## config.mk

```make
export PLATFORM = sky130hd
export DESIGN_NAME = busActivityMonitor
export DESIGN_NICKNAME = d
export VERILOG_FILES = /design/src/checkPkg.sv /design/src/canFramePkg.sv /design/src/busActivityMonitor.sv /design/src/verdictCounter.sv /design/src/responseMatcher.sv /design/src/requestClassifier.sv /design/src/frameCapture.sv
export SDC_FILE = /design/constraint.sdc
export NUM_CORES = 1
export LEC_CHECK = 0
export ABC_CLOCK_PERIOD_IN_PS = 4600
export BUFFER_PORTS_ARGS = -buffer_cell sky130_fd_sc_hd__buf_2
export CORE_ASPECT_RATIO = 0.8
export CORE_MARGIN = 8
export CORE_UTILIZATION = 30
export CTS_CLUSTER_SIZE = 24
export DETAILED_ROUTE_END_ITERATION = 16
export PLACE_DENSITY = 0.58
export SLEW_MARGIN = 20
export SYNTH_ARGS = -nofsm -noshare
export SYNTH_HDL_FRONTEND = slang
export SYNTH_SLANG_ARGS = --single-unit
```

## constraint.sdc

```tcl
create_clock -name clk -period 4.6 [get_ports clk]
set_input_delay 0.46 -clock clk [delete_from_list [all_inputs] [get_ports clk]]
set_output_delay 0.46 -clock clk [all_outputs]
set_load 0.1 [all_outputs]
```

## src/checkPkg.sv

```systemverilog
// Checker modes and classes
package checkPkg;

   // source of the stored request copy
   typedef enum logic [1:0]
   {
      modeDefault,
      modeRx,
      modeTx,
      modeOscTrim
   } testModeT;

   // rule used to judge a request/response pair
   typedef enum logic [2:0]
   {
      classNodeGuard,
      classSdoTable,
      classSignIn,
      classOscTrim,
      classLoopback
   } checkClassT;

   // request seen during oscillator trimming
   localparam logic [75:0] OscTrimPattern = 76'h555_aaaa_aaaa_aaaa_aaaa;

endpackage

```

## src/canFramePkg.sv

```systemverilog
// CAN frame layout and SDO constants
package canFramePkg;

   // 76-bit frame as carried on the uplink and downlink streams
   typedef struct packed
   {
      logic [11:0] cobId;
      logic [7:0]  sdoCmd;
      logic [15:0] objIndex;
      logic [7:0]  subIndex;
      logic [31:0] data;
   } canFrameT;

   typedef logic [7:0] busIdT;

   localparam logic [11:0] NodeGuardCobId   = 12'h701;
   localparam logic [11:0] SdoRequestCobId  = 12'h601;
   localparam logic [11:0] SdoResponseCobId = 12'h581;

   localparam logic [7:0] SdoReadCmd     = 8'h40;
   localparam logic [7:0] SdoReadRespCmd = 8'h43; // expedited, 4 data bytes

   localparam logic [3:0] NodeGuardState = 4'h5; // operational

   // sign-in objects, subindex carries the bus ID
   localparam logic [15:0] SignInIndexA = 16'h2002;
   localparam logic [15:0] SignInIndexB = 16'h2003;
   localparam logic [15:0] SignInIndexC = 16'h2004;

   localparam int SdoTableSize  = 4;
   localparam int TableIdxWidth = $clog2(SdoTableSize);

   typedef struct packed
   {
      logic [15:0] objIndex;
      logic [7:0]  subIndex;
      logic [31:0] data;
   } sdoEntryT;

   // expected read values of the node's identity objects
   localparam sdoEntryT sdoTable [SdoTableSize] = '{
      '{objIndex: 16'h1000, subIndex: 8'h00, data: 32'h0000_0191}, // device type
      '{objIndex: 16'h1001, subIndex: 8'h00, data: 32'h0000_0000}, // error register
      '{objIndex: 16'h1005, subIndex: 8'h00, data: 32'h0000_0080}, // SYNC COB-ID
      '{objIndex: 16'h1014, subIndex: 8'h00, data: 32'h0000_0081}  // EMCY COB-ID
   };

endpackage
```

## src/busActivityMonitor.sv

```systemverilog
// CAN bus transaction checker
`timescale 1ns/1ps

module busActivityMonitor
   import canFramePkg::*, checkPkg::*;
#(
   parameter int FailCountWidth = 16
)
(
   input  logic                      clk,
   input  logic                      rst,
   input  busIdT                     busId,
   input  testModeT                  testMode,
   input  logic                      reqMsg,
   input  logic                      respMsg,
   input  canFrameT                  uplinkFrame,
   input  canFrameT                  downlinkFrame,
   output logic                      checkValid,
   output logic                      checkGood,
   output checkClassT                checkClass,
   output logic [FailCountWidth-1:0] failCount,
   output logic                      anyFail
);

   logic                     pairValid;
   canFrameT                 reqFrame;
   canFrameT                 respFrame;
   checkClassT               reqClass;
   logic [TableIdxWidth-1:0] tableIdx;
   logic                     respGood;

   frameCapture u_frameCapture (
      .clk           (clk),
      .rst           (rst),
      .testMode      (testMode),
      .reqMsg        (reqMsg),
      .respMsg       (respMsg),
      .uplinkFrame   (uplinkFrame),
      .downlinkFrame (downlinkFrame),
      .pairValid     (pairValid),
      .reqFrame      (reqFrame),
      .respFrame     (respFrame)
   );

   requestClassifier u_requestClassifier (
      .reqFrame (reqFrame),
      .busId    (busId),
      .reqClass (reqClass),
      .tableIdx (tableIdx)
   );

   responseMatcher u_responseMatcher (
      .reqClass  (reqClass),
      .tableIdx  (tableIdx),
      .reqFrame  (reqFrame),
      .respFrame (respFrame),
      .busId     (busId),
      .respGood  (respGood)
   );

   verdictCounter #(
      .FailCountWidth (FailCountWidth)
   ) u_verdictCounter (
      .clk        (clk),
      .rst        (rst),
      .pairValid  (pairValid),
      .reqClass   (reqClass),
      .respGood   (respGood),
      .checkValid (checkValid),
      .checkGood  (checkGood),
      .checkClass (checkClass),
      .failCount  (failCount),
      .anyFail    (anyFail)
   );

endmodule

```

## src/verdictCounter.sv

```systemverilog
// Verdict register and failure counter
`timescale 1ns/1ps

module verdictCounter
   import checkPkg::*;
#(
   parameter int FailCountWidth = 16
)
(
   input  logic                      clk,
   input  logic                      rst,
   input  logic                      pairValid,
   input  checkClassT                reqClass,
   input  logic                      respGood,
   output logic                      checkValid,
   output logic                      checkGood,
   output checkClassT                checkClass,
   output logic [FailCountWidth-1:0] failCount,
   output logic                      anyFail
);

   always_ff @(posedge clk)
   begin
      if (pairValid)
      begin
         checkClass <= reqClass;
      end
   end

   always_ff @(posedge clk)
   begin
      if (!rst)
      begin
         checkValid <= 1'b0;
         checkGood  <= 1'b0;
         failCount  <= '0;
         anyFail    <= 1'b0;
      end
      else
      begin
         checkValid <= pairValid;
         if (pairValid)
         begin
            checkGood <= respGood;
            if (!respGood)
            begin
               anyFail <= 1'b1; // sticky until reset
               if (failCount != '1)
               begin
                  failCount <= failCount + 1'b1; // saturates
               end
            end
         end
      end
   end

endmodule

```

## src/responseMatcher.sv

```systemverilog
// Response rule check per class
`timescale 1ns/1ps

module responseMatcher
   import canFramePkg::*, checkPkg::*;
(
   input  checkClassT               reqClass,
   input  logic [TableIdxWidth-1:0] tableIdx,
   input  canFrameT                 reqFrame,
   input  canFrameT                 respFrame,
   input  busIdT                    busId,
   output logic                     respGood
);

   canFrameT    nodeGuardExp;
   canFrameT    sdoExp;
   canFrameT    trimExp;
   logic [31:0] sdoData;

   // node guard reply carries only the state nibble
   always_comb
   begin
      nodeGuardExp        = '0;
      nodeGuardExp.cobId  = NodeGuardCobId;
      nodeGuardExp.sdoCmd = {4'h0, NodeGuardState};
   end

   // sign-in objects A and B read 1, C reads 0
   always_comb
   begin
      if (reqClass == classSignIn)
      begin
         sdoData = (reqFrame.objIndex == SignInIndexC) ? 32'h0 : 32'h1;
      end
      else
      begin
         sdoData = sdoTable[tableIdx].data;
      end
   end

   always_comb
   begin
      sdoExp        = reqFrame; // keeps index and subindex
      sdoExp.cobId  = SdoResponseCobId;
      sdoExp.sdoCmd = SdoReadRespCmd;
      sdoExp.data   = sdoData;
   end

   always_comb
   begin
      trimExp          = OscTrimPattern;
      trimExp.subIndex = busId;
   end

   always_comb
   begin
      case (reqClass)
         classNodeGuard:
         begin
            respGood = (respFrame == nodeGuardExp);
         end
         classSdoTable, classSignIn:
         begin
            respGood = (respFrame == sdoExp);
         end
         classOscTrim:
         begin
            respGood = (respFrame == trimExp);
         end
         default:
         begin
            respGood = (respFrame[75:8] == reqFrame[75:8]); // low data byte free
         end
      endcase
   end

endmodule

```

## src/requestClassifier.sv

```systemverilog
// Request class decoder
`timescale 1ns/1ps

module requestClassifier
   import canFramePkg::*, checkPkg::*;
(
   input  canFrameT                 reqFrame,
   input  busIdT                    busId,
   output checkClassT               reqClass,
   output logic [TableIdxWidth-1:0] tableIdx
);

   logic isSdoRead;
   logic isSignInObj;
   logic isSignIn;
   logic tableHit;

   assign isSdoRead = (reqFrame.cobId == SdoRequestCobId) &&
                      (reqFrame.sdoCmd == SdoReadCmd);

   assign isSignInObj = (reqFrame.objIndex == SignInIndexA) ||
                        (reqFrame.objIndex == SignInIndexB) ||
                        (reqFrame.objIndex == SignInIndexC);

   // sign-in reads address the bus ID in the subindex
   assign isSignIn = isSdoRead && isSignInObj &&
                     (reqFrame.subIndex == busId) && (reqFrame.data == '0);

   // first table entry with matching index/subindex
   always_comb
   begin
      tableHit = 1'b0;
      tableIdx = '0;
      for (int i = 0; i < SdoTableSize; i++)
      begin
         if (!tableHit && isSdoRead &&
             (reqFrame.objIndex == sdoTable[i].objIndex) &&
             (reqFrame.subIndex == sdoTable[i].subIndex))
         begin
            tableHit = 1'b1;
            tableIdx = TableIdxWidth'(i);
         end
      end
   end

   always_comb
   begin
      if (reqFrame == OscTrimPattern)
      begin
         reqClass = classOscTrim;
      end
      else if (reqFrame.cobId == NodeGuardCobId)
      begin
         reqClass = classNodeGuard;
      end
      else if (isSignIn)
      begin
         reqClass = classSignIn;
      end
      else if (tableHit)
      begin
         reqClass = classSdoTable;
      end
      else
      begin
         reqClass = classLoopback; // echo of an RX/TX frame
      end
   end

endmodule

```

## src/frameCapture.sv

```systemverilog
// Request capture and pairing
`timescale 1ns/1ps

module frameCapture
   import canFramePkg::*, checkPkg::*;
(
   input  logic     clk,
   input  logic     rst,
   input  testModeT testMode,
   input  logic     reqMsg,
   input  logic     respMsg,
   input  canFrameT uplinkFrame,
   input  canFrameT downlinkFrame,
   output logic     pairValid,
   output canFrameT reqFrame,
   output canFrameT respFrame
);

   canFrameT reqSource;
   canFrameT curReq; // latest request, waiting for its response

   always_comb
   begin
      case (testMode)
         modeTx:      reqSource = downlinkFrame;
         modeOscTrim: reqSource = OscTrimPattern;
         default:     reqSource = uplinkFrame; // default and RX
      endcase
   end

   always_ff @(posedge clk)
   begin
      if (reqMsg)
      begin
         curReq <= reqSource;
      end
   end

   // old curReq is taken, so a same-cycle request waits for the next response
   always_ff @(posedge clk)
   begin
      if (respMsg)
      begin
         reqFrame  <= curReq;
         respFrame <= uplinkFrame;
      end
   end

   always_ff @(posedge clk)
   begin
      if (!rst)
      begin
         pairValid <= 1'b0;
      end
      else
      begin
         pairValid <= respMsg; // one cycle after the response strobe
      end
   end

endmodule

```

==> run metrics, run 1 <==
status complete, no violations; CTS tree yes; EDFF count, synth 231; CP max FO 16; mux share of post-synthesis cell area less than 1%; Clk pwr share 39.0%; Crit-path slowest cell nor4bb_2; initial antenna violation count 2; Worst EP required 5.02 ns; first-pass GRT wire length 50,300 um; IO Pins 188; fmax ~230 MHz; Die W roughly 230 um; CP most frequent cell nor4_1; nets 1,212; RR Startpoint u_frameCapture.reqFrame[65]; CTS root buf clkbuf_16; Clock Path Buffers 3; ranking of synthesized cells by area edfxtp_1, xor2_1, dfxtp_1; Async SR Flop Fraction 0%; Remaining DRCs 0; Slew @ Worst Pin about 0.88 ns; Final Max Slew Viols 0; Yosys reg bits between 200 and 300; Crit. End Element register; MaxCap Viol Count 0; Rel. slew slack 41.7%; Post-CTS Setup Bufs 0; Worst Slack Setup Final 0.323 ns; vias 7,695; setup_tns 0 ns; syn nets 1,004; Final Cycle Share 93.0%; Avg Inst Size Synth 13.2 um2; total gr overflow 0; main flop type after synthesis edfxtp_1; wirelength, routed 34,200 um; clock sink total 251; Distinct cells, synth 67; Warnings, synthesis 0; critical setup path kind register to register; Adder-Cell Fraction of Synth Area 0.340%; slowest stage delay, CP 0.45 ns; vias in the first global route 8,126; most frequent cells in the layout edfxtp_1, buf_2, nand2_1, inv_1, xor2_1; Synth Area in XOR/XNOR 5.88%; worst vdd ir 0.000237 V; startpoint types register; CTS Buf Count 26; drt wl/cell 22.2 um; HP Class input port to register; Finish-stage setup viols 0; Core ar. 36,100 um2; GPL Wtd Cong 0.912; placed instance area 12,600 um2; WP data arrival roughly 4.7 ns; Hold Fails Final Rpt 0; Leak just under 0.005 uW; Worst Setup SP u_frameCapture.reqFrame[65]; Die Ht 188 um; clock period minus worst slack about 4.3 ns; share of the synthesized area in the top cell type roughly 63%; Die ar. 43,200 um2; Clk Latency, worst-skew pair 0.56 ns; H-Tree Depth 1; NetSw 1300 uW; hpwl dp 26,600 um; synthesized cell area 11,000 um2; Final Cell Area 13,500 um2; share of cells above drive strength 1 a little under a quarter; Routed Antenna Nets 0; # port buffers 187; # fillers 3,532; switching part of the total 24.2%; Int Pwr 4090 uW; DR pass1 iterations 5; num rows 62; HP Start uplinkFrame[27]; Synth Area in Compound Gates 9.54%; area leader, netlist edfxtp_1; DRT iter0 DRCs 710; commonest non-fill, non-tap cell in the layout edfxtp_1; Cells after Synth 835; crit path cell chain nor4bb_2, nand3b_1, nor4_1, buf_4, and4_1, nand3_1, ha_1, nand2b_1, nor4_1, a311oi_1, a31oi_1, nor4_1, nand4_1, nor2_2, buf_4, nor3_1, mux2i_1; pre-CTS setup slack 0.206 ns; sequential share of the synthesized area 66.5%; final core occ 37.3%; initial core utilization 30.6%; simple-gate share of the synthesized area 14.1%; diode count 0; GR Util All Layers approximately 15%; clk slew on worst S/H paths 0.06 ns; Layout Skew between 0.02 and 0.025 ns; P per Cell Area 400 nW/um2; largest net degree at the start of global routing 90; Vias/cell 4.99; Logic pwr share about 8.1%; largest family of logic cells by synthesized area simple AND/OR/NAND/NOR gates; Area Growth Syn to Fin 22.1%; sequential power share 52.9%
==> area by class of cell <==
cell class | count | area [um2] | share of cell area (%)
repair buffers | 203 | 1060 | 7.89
flip-flops and latches | 251 | 7340 | 54.5
clock inverters | 17 | 190 | 1.41
inverters | 60 | 225 | 1.67
clock buffers | 30 | 666 | 4.94
multi-input cells | 501 | 3390 | 25.1
well taps | 480 | 601 | 4.46
==> worst max-delay path: cells and delay by family (launching register included) <==
family	cells	cell delay (ns)
AOI/OAI and AO/OA	2	0.39
and+or+nand+nor	11	2.49
adders and majority gates	1	0.24
buffers and inverters	2	0.46
DFF	1	0.43
muxes	1	0.12
==> state kept, by name (all words and copies together), names as in the netlist <==
signal and flops:
u_verdictCounter.checkGood 1, u_frameCapture.pairValid 1, u_verdictCounter.checkValid 1, u_verdictCounter.failCount 16, u_frameCapture.curReq 76, u_verdictCounter.checkClass 3, u_verdictCounter.anyFail 1, u_frameCapture.reqFrame 76
u_frameCapture.respFrame 76
==> per-layer routing <==
metal | GRT usage, % | routed length (um)
met5 | 0 | 22
met4 | 3.63 | 804
met3 | 3.79 | 2240
met2 | 23.6 | 15300
met1 | 21.0 | 15900
==> cell families after synthesis <==
| group | count (synthesis) |
|---|---|
| simple gates | 269 |
| flops | 251 |
| compound gates | 147 |
| buf+inv | 83 |
| xor+xnor | 74 |
| mux | 8 |
| fa+ha+maj | 3 |
==> synthesized netlist by cell type (2+ instances only) <==
cell type / n
edfxtp_1: 231
nand2_1: 65
inv_1: 60
xor2_1: 46
nor4_1: 43
o21ai_0: 41
o22a_1: 38
nand4_1: 36
xnor2_1: 28
clkbuf_1: 20
dfxtp_1: 20
nand2b_1: 19
nor2_1: 17
nand3_1: 14
o31ai_1: 13
nor3_1: 11
o22ai_1: 9
or4_1: 9
o211ai_1: 8
mux2i_1: 7
nor2b_1: 7
a21oi_1: 6
and3_1: 6
nand4b_1: 6
and2_1: 5
a2111oi_0: 4
a22oi_1: 4
nor4b_1: 4
or3_1: 4
and4_1: 3
ha_1: 3
nor3b_1: 3
or4b_1: 3
a211oi_1: 2
a22o_1: 2
a311oi_1: 2
a31oi_1: 2
and4b_1: 2
nand3b_1: 2
nor4bb_1: 2
o21a_1: 2
==> path summary, 6_finish.rpt <==
path                              endpoint  slack, ns  cells after the start
max          u_verdictCounter.failCount[8]       0.32                     17
min           u_frameCapture.respFrame[27]       0.09                      1
max reg2reg  u_verdictCounter.failCount[8]       0.32                     17
min reg2reg    u_frameCapture.reqFrame[19]       0.42                      0
==> through the flow <==
| stage | instances | hold slack, ns | power [uW] |
|---|---|---|---|
| floorplan | 835 | 0.400 | 3040 |
| global placement | 1495 | 0.403 | 3330 |
| detailed placement | 1495 | 0.405 | 3330 |
| CTS | 1542 | 0.0642 | 5440 |
| global route | 1542 | 0.0663 | 5580 |
| finish | 1542 | 0.0894 | 5390 |
==> power by group through the flow <==
stage          Combinational, uW  Sequential, uW  Clock, uW
2_1_floorplan                188            2850          0
3_3_place_gp                 442            2890          0
3_5_place_dp                 439            2890          0
4_1_cts                      442            2850       2150
5_1_grt                      475            2870       2240
6_report                     437            2850       2100
==> repair_timing <==
item,in CTS,in global routing
gates resized for setup,0,1
hold buffers,0,0
endpoints found under the setup margin,0,9
Power figures use the tool's default switching activity.
==> run 2, diff against run 1 <==
--- a/config.mk
+++ b/config.mk
@@ -10,6 +10,7 @@
 export CORE_ASPECT_RATIO = 0.8
 export CORE_MARGIN = 8
 export CORE_UTILIZATION = 30
+export CTS_BUF_LIST = sky130_fd_sc_hd__clkbuf_4
 export CTS_CLUSTER_SIZE = 24
 export DETAILED_ROUTE_END_ITERATION = 16
 export PLACE_DENSITY = 0.58
==> run 2 against run 1 <==
Net effect:
- die area is the same
- wire length up 5.9%
- sequential share of layout area decreased by 4.7 points
- count of clock-buffer cells in the layout increased by 62
- clock power shrank 9%
- sequential power barely moved
- global-route usage up 1.0 points
- via count rose by 10%
- power decreased by 1.7%
- highest routed layer unchanged
- first-iteration DRC count rose by 0.42%
- clock skew is 0.025 ns higher
==> run metrics, run 2 (synthesis gave the netlist of run 1 again) <==
status complete, no violations (unchanged); fmax 236 MHz (was 234 MHz); Final Cycle Share 92.0% (was 93.0%); Area Growth Syn to Fin 33.7% (was 22.1%); largest registers u_frameCapture.curReq: 76 flops, u_frameCapture.reqFrame: 76 flops, u_frameCapture.respFrame: 76 flops (unchanged); drt wl/cell 20.8 um (was 22.2 um); sequential power share 53.8% (was 52.9%); Worst Slack Setup Final 0.368 ns (was 0.323 ns); Slew @ Worst Pin 0.889 ns (was 0.875 ns); Core ar. 36,100 um2 (unchanged); largest net degree at the start of global routing 90 (unchanged); Logic pwr share 9.9% (was 8.1%); Crit. End Element register (unchanged); pre-CTS setup slack 0.206 ns (unchanged); Int Pwr 3980 uW (was 4090 uW); CTS Buf Count 61 (was 26); clock period minus worst slack 4.23 ns (was 4.28 ns); num rows 62 (unchanged); Die W 230 um (unchanged); initial core utilization 30.6% (unchanged); vias 8,485 (was 7,695); Finish-stage setup viols 0 (unchanged); startpoint types register (unchanged); Layout Skew 0.0454 ns (was 0.0208 ns); setup_tns 0 ns (unchanged); Hold Fails Final Rpt 0 (unchanged); Worst EP required 5.20 ns (was 5.02 ns); Rel. slew slack 40.8% (was 41.7%); critical setup path kind register to register (unchanged); vias in the first global route 9,023 (was 8,126); GR Util All Layers 16.2% (was 15.2%); nets 1,377 (was 1,212); Clk pwr share 36.3% (was 39.0%); MaxCap Viol Count 0 (unchanged); DR pass1 iterations 5 (unchanged); Clk Latency, worst-skew pair 0.72 ns (was 0.56 ns); CTS tree yes (unchanged); hpwl dp 26,600 um (unchanged); NetSw 1320 uW (was 1300 uW); wirelength, routed 36,200 um (was 34,200 um); Remaining DRCs 0 (unchanged); total gr overflow 0 (unchanged); clock sink total 251 (unchanged); # port buffers 187 (unchanged); Final Max Slew Viols 0 (unchanged); GPL Wtd Cong 0.912 (unchanged); IO Pins 188 (unchanged); clk slew on worst S/H paths 0.07 ns (was 0.06 ns); HP Class input port to register (unchanged); Routed Antenna Nets 0 (unchanged); RSZ-0062 raised after global routing false; DRT iter0 DRCs 713 (was 710); switching part of the total 24.9% (was 24.2%); Post-CTS Setup Bufs 0 (unchanged); H-Tree Depth 2 (was 1); initial antenna violation count 2 (unchanged); final core occ 40.9% (was 37.3%); P per Cell Area 359 nW/um2 (was 400 nW/um2); Vias/cell 4.88 (was 4.99); most frequent cells in the layout edfxtp_1, buf_2, dlygate4sd3_1, clkbuf_4, nand2_1 (was edfxtp_1, buf_2, nand2_1, inv_1, xor2_1); Die ar. 43,200 um2 (unchanged); Clock Path Buffers 3 (unchanged); commonest non-fill, non-tap cell in the layout edfxtp_1 (unchanged); Die Ht 188 um (unchanged); CP max FO 16 (unchanged); worst vdd ir 0.000180 V (was 0.000237 V); first-pass GRT wire length 53,800 um (was 50,300 um); Leak 0.00553 uW (was 0.00491 uW); WP data arrival 4.83 ns (was 4.70 ns); share of cells above drive strength 1 25.0% (was 23.7%); CTS root buf clkbuf_4 (was clkbuf_16)
## run 2: worst max-delay path: stages, from the launching register on
cell,delay [ns]
edfxtp_1,0.44
nor4bb_2,0.45
nand3b_1,0.25
nor4_1,0.40
buf_4,0.20
and4_1,0.19
nand3_1,0.11
ha_1,0.23
nand2b_1,0.07
nor4_1,0.05
a311oi_1,0.33
a31oi_1,0.07
nor4_1,0.30
nand4_1,0.22
nor2_2,0.35
buf_4,0.27
nor3_1,0.08
mux2i_1,0.12
## run 2: power groups by stage
stage | Combinational (uW) | Sequential [uW] | Clock [uW]
2_1_floorplan | 188 | 2850 | 0
3_3_place_gp | 442 | 2890 | 0
3_5_place_dp | 439 | 2890 | 0
4_1_cts | 528 | 2850 | 2000
5_1_grt | 570 | 2860 | 2100
6_report | 527 | 2850 | 1920
## run 2: worst paths after layout
path,from,slack (ns),depth (start not counted),to
setup / recovery,u_frameCapture.reqFrame[65],0.37,17,u_verdictCounter.failCount[8]
hold / removal,downlinkFrame[29],0.08,2,u_frameCapture.curReq[29]
setup reg to reg,u_frameCapture.reqFrame[65],0.37,17,u_verdictCounter.failCount[8]
hold reg to reg,u_frameCapture.curReq[4],0.41,0,u_frameCapture.reqFrame[4]
## run 2: timing repair
action | in CTS | in global routing
resized for setup | 0 | 1
hold buffers | 130 | 0
endpoints found under the hold margin | 130 | 0
setup endpoints to repair | 0 | 9
## run 2: layer usage
metal / vias up / part of all wire [%] / global-route usage [%]
met3: 49 / 6.5 / 4.16
met5: - / 0.028 / 0
met2: 297 / 46 / 25.6
met1: 4112 / 45 / 21.5
li1: 4025 / - / -
met4: 2 / 2.1 / 4.94
## run 2: layout make-up
type | instances | area [um2]
antenna | 1 | 2.50
clock buffer | 92 | 691
clock inverter | 21 | 146
fill | 3457 | 21300
inverter | 60 | 225
multi-input combinational | 501 | 3390
sequential | 251 | 7340
tap | 480 | 601
timing repair buffer | 333 | 2360
## run 2: through the flow
step / area, um2 / hold slack (ns) / instances / power (uW)
6_report: 14800 / 0.0812 / 1739 / 5300
5_1_grt: 14800 / 0.0147 / 1739 / 5540
4_1_cts: 14700 / 0.000442 / 1738 / 5370
3_5_place_dp: 12600 / 0.405 / 1495 / 3330
3_3_place_gp: 12600 / 0.403 / 1495 / 3330
2_1_floorplan: 11000 / 0.400 / 835 / 3040
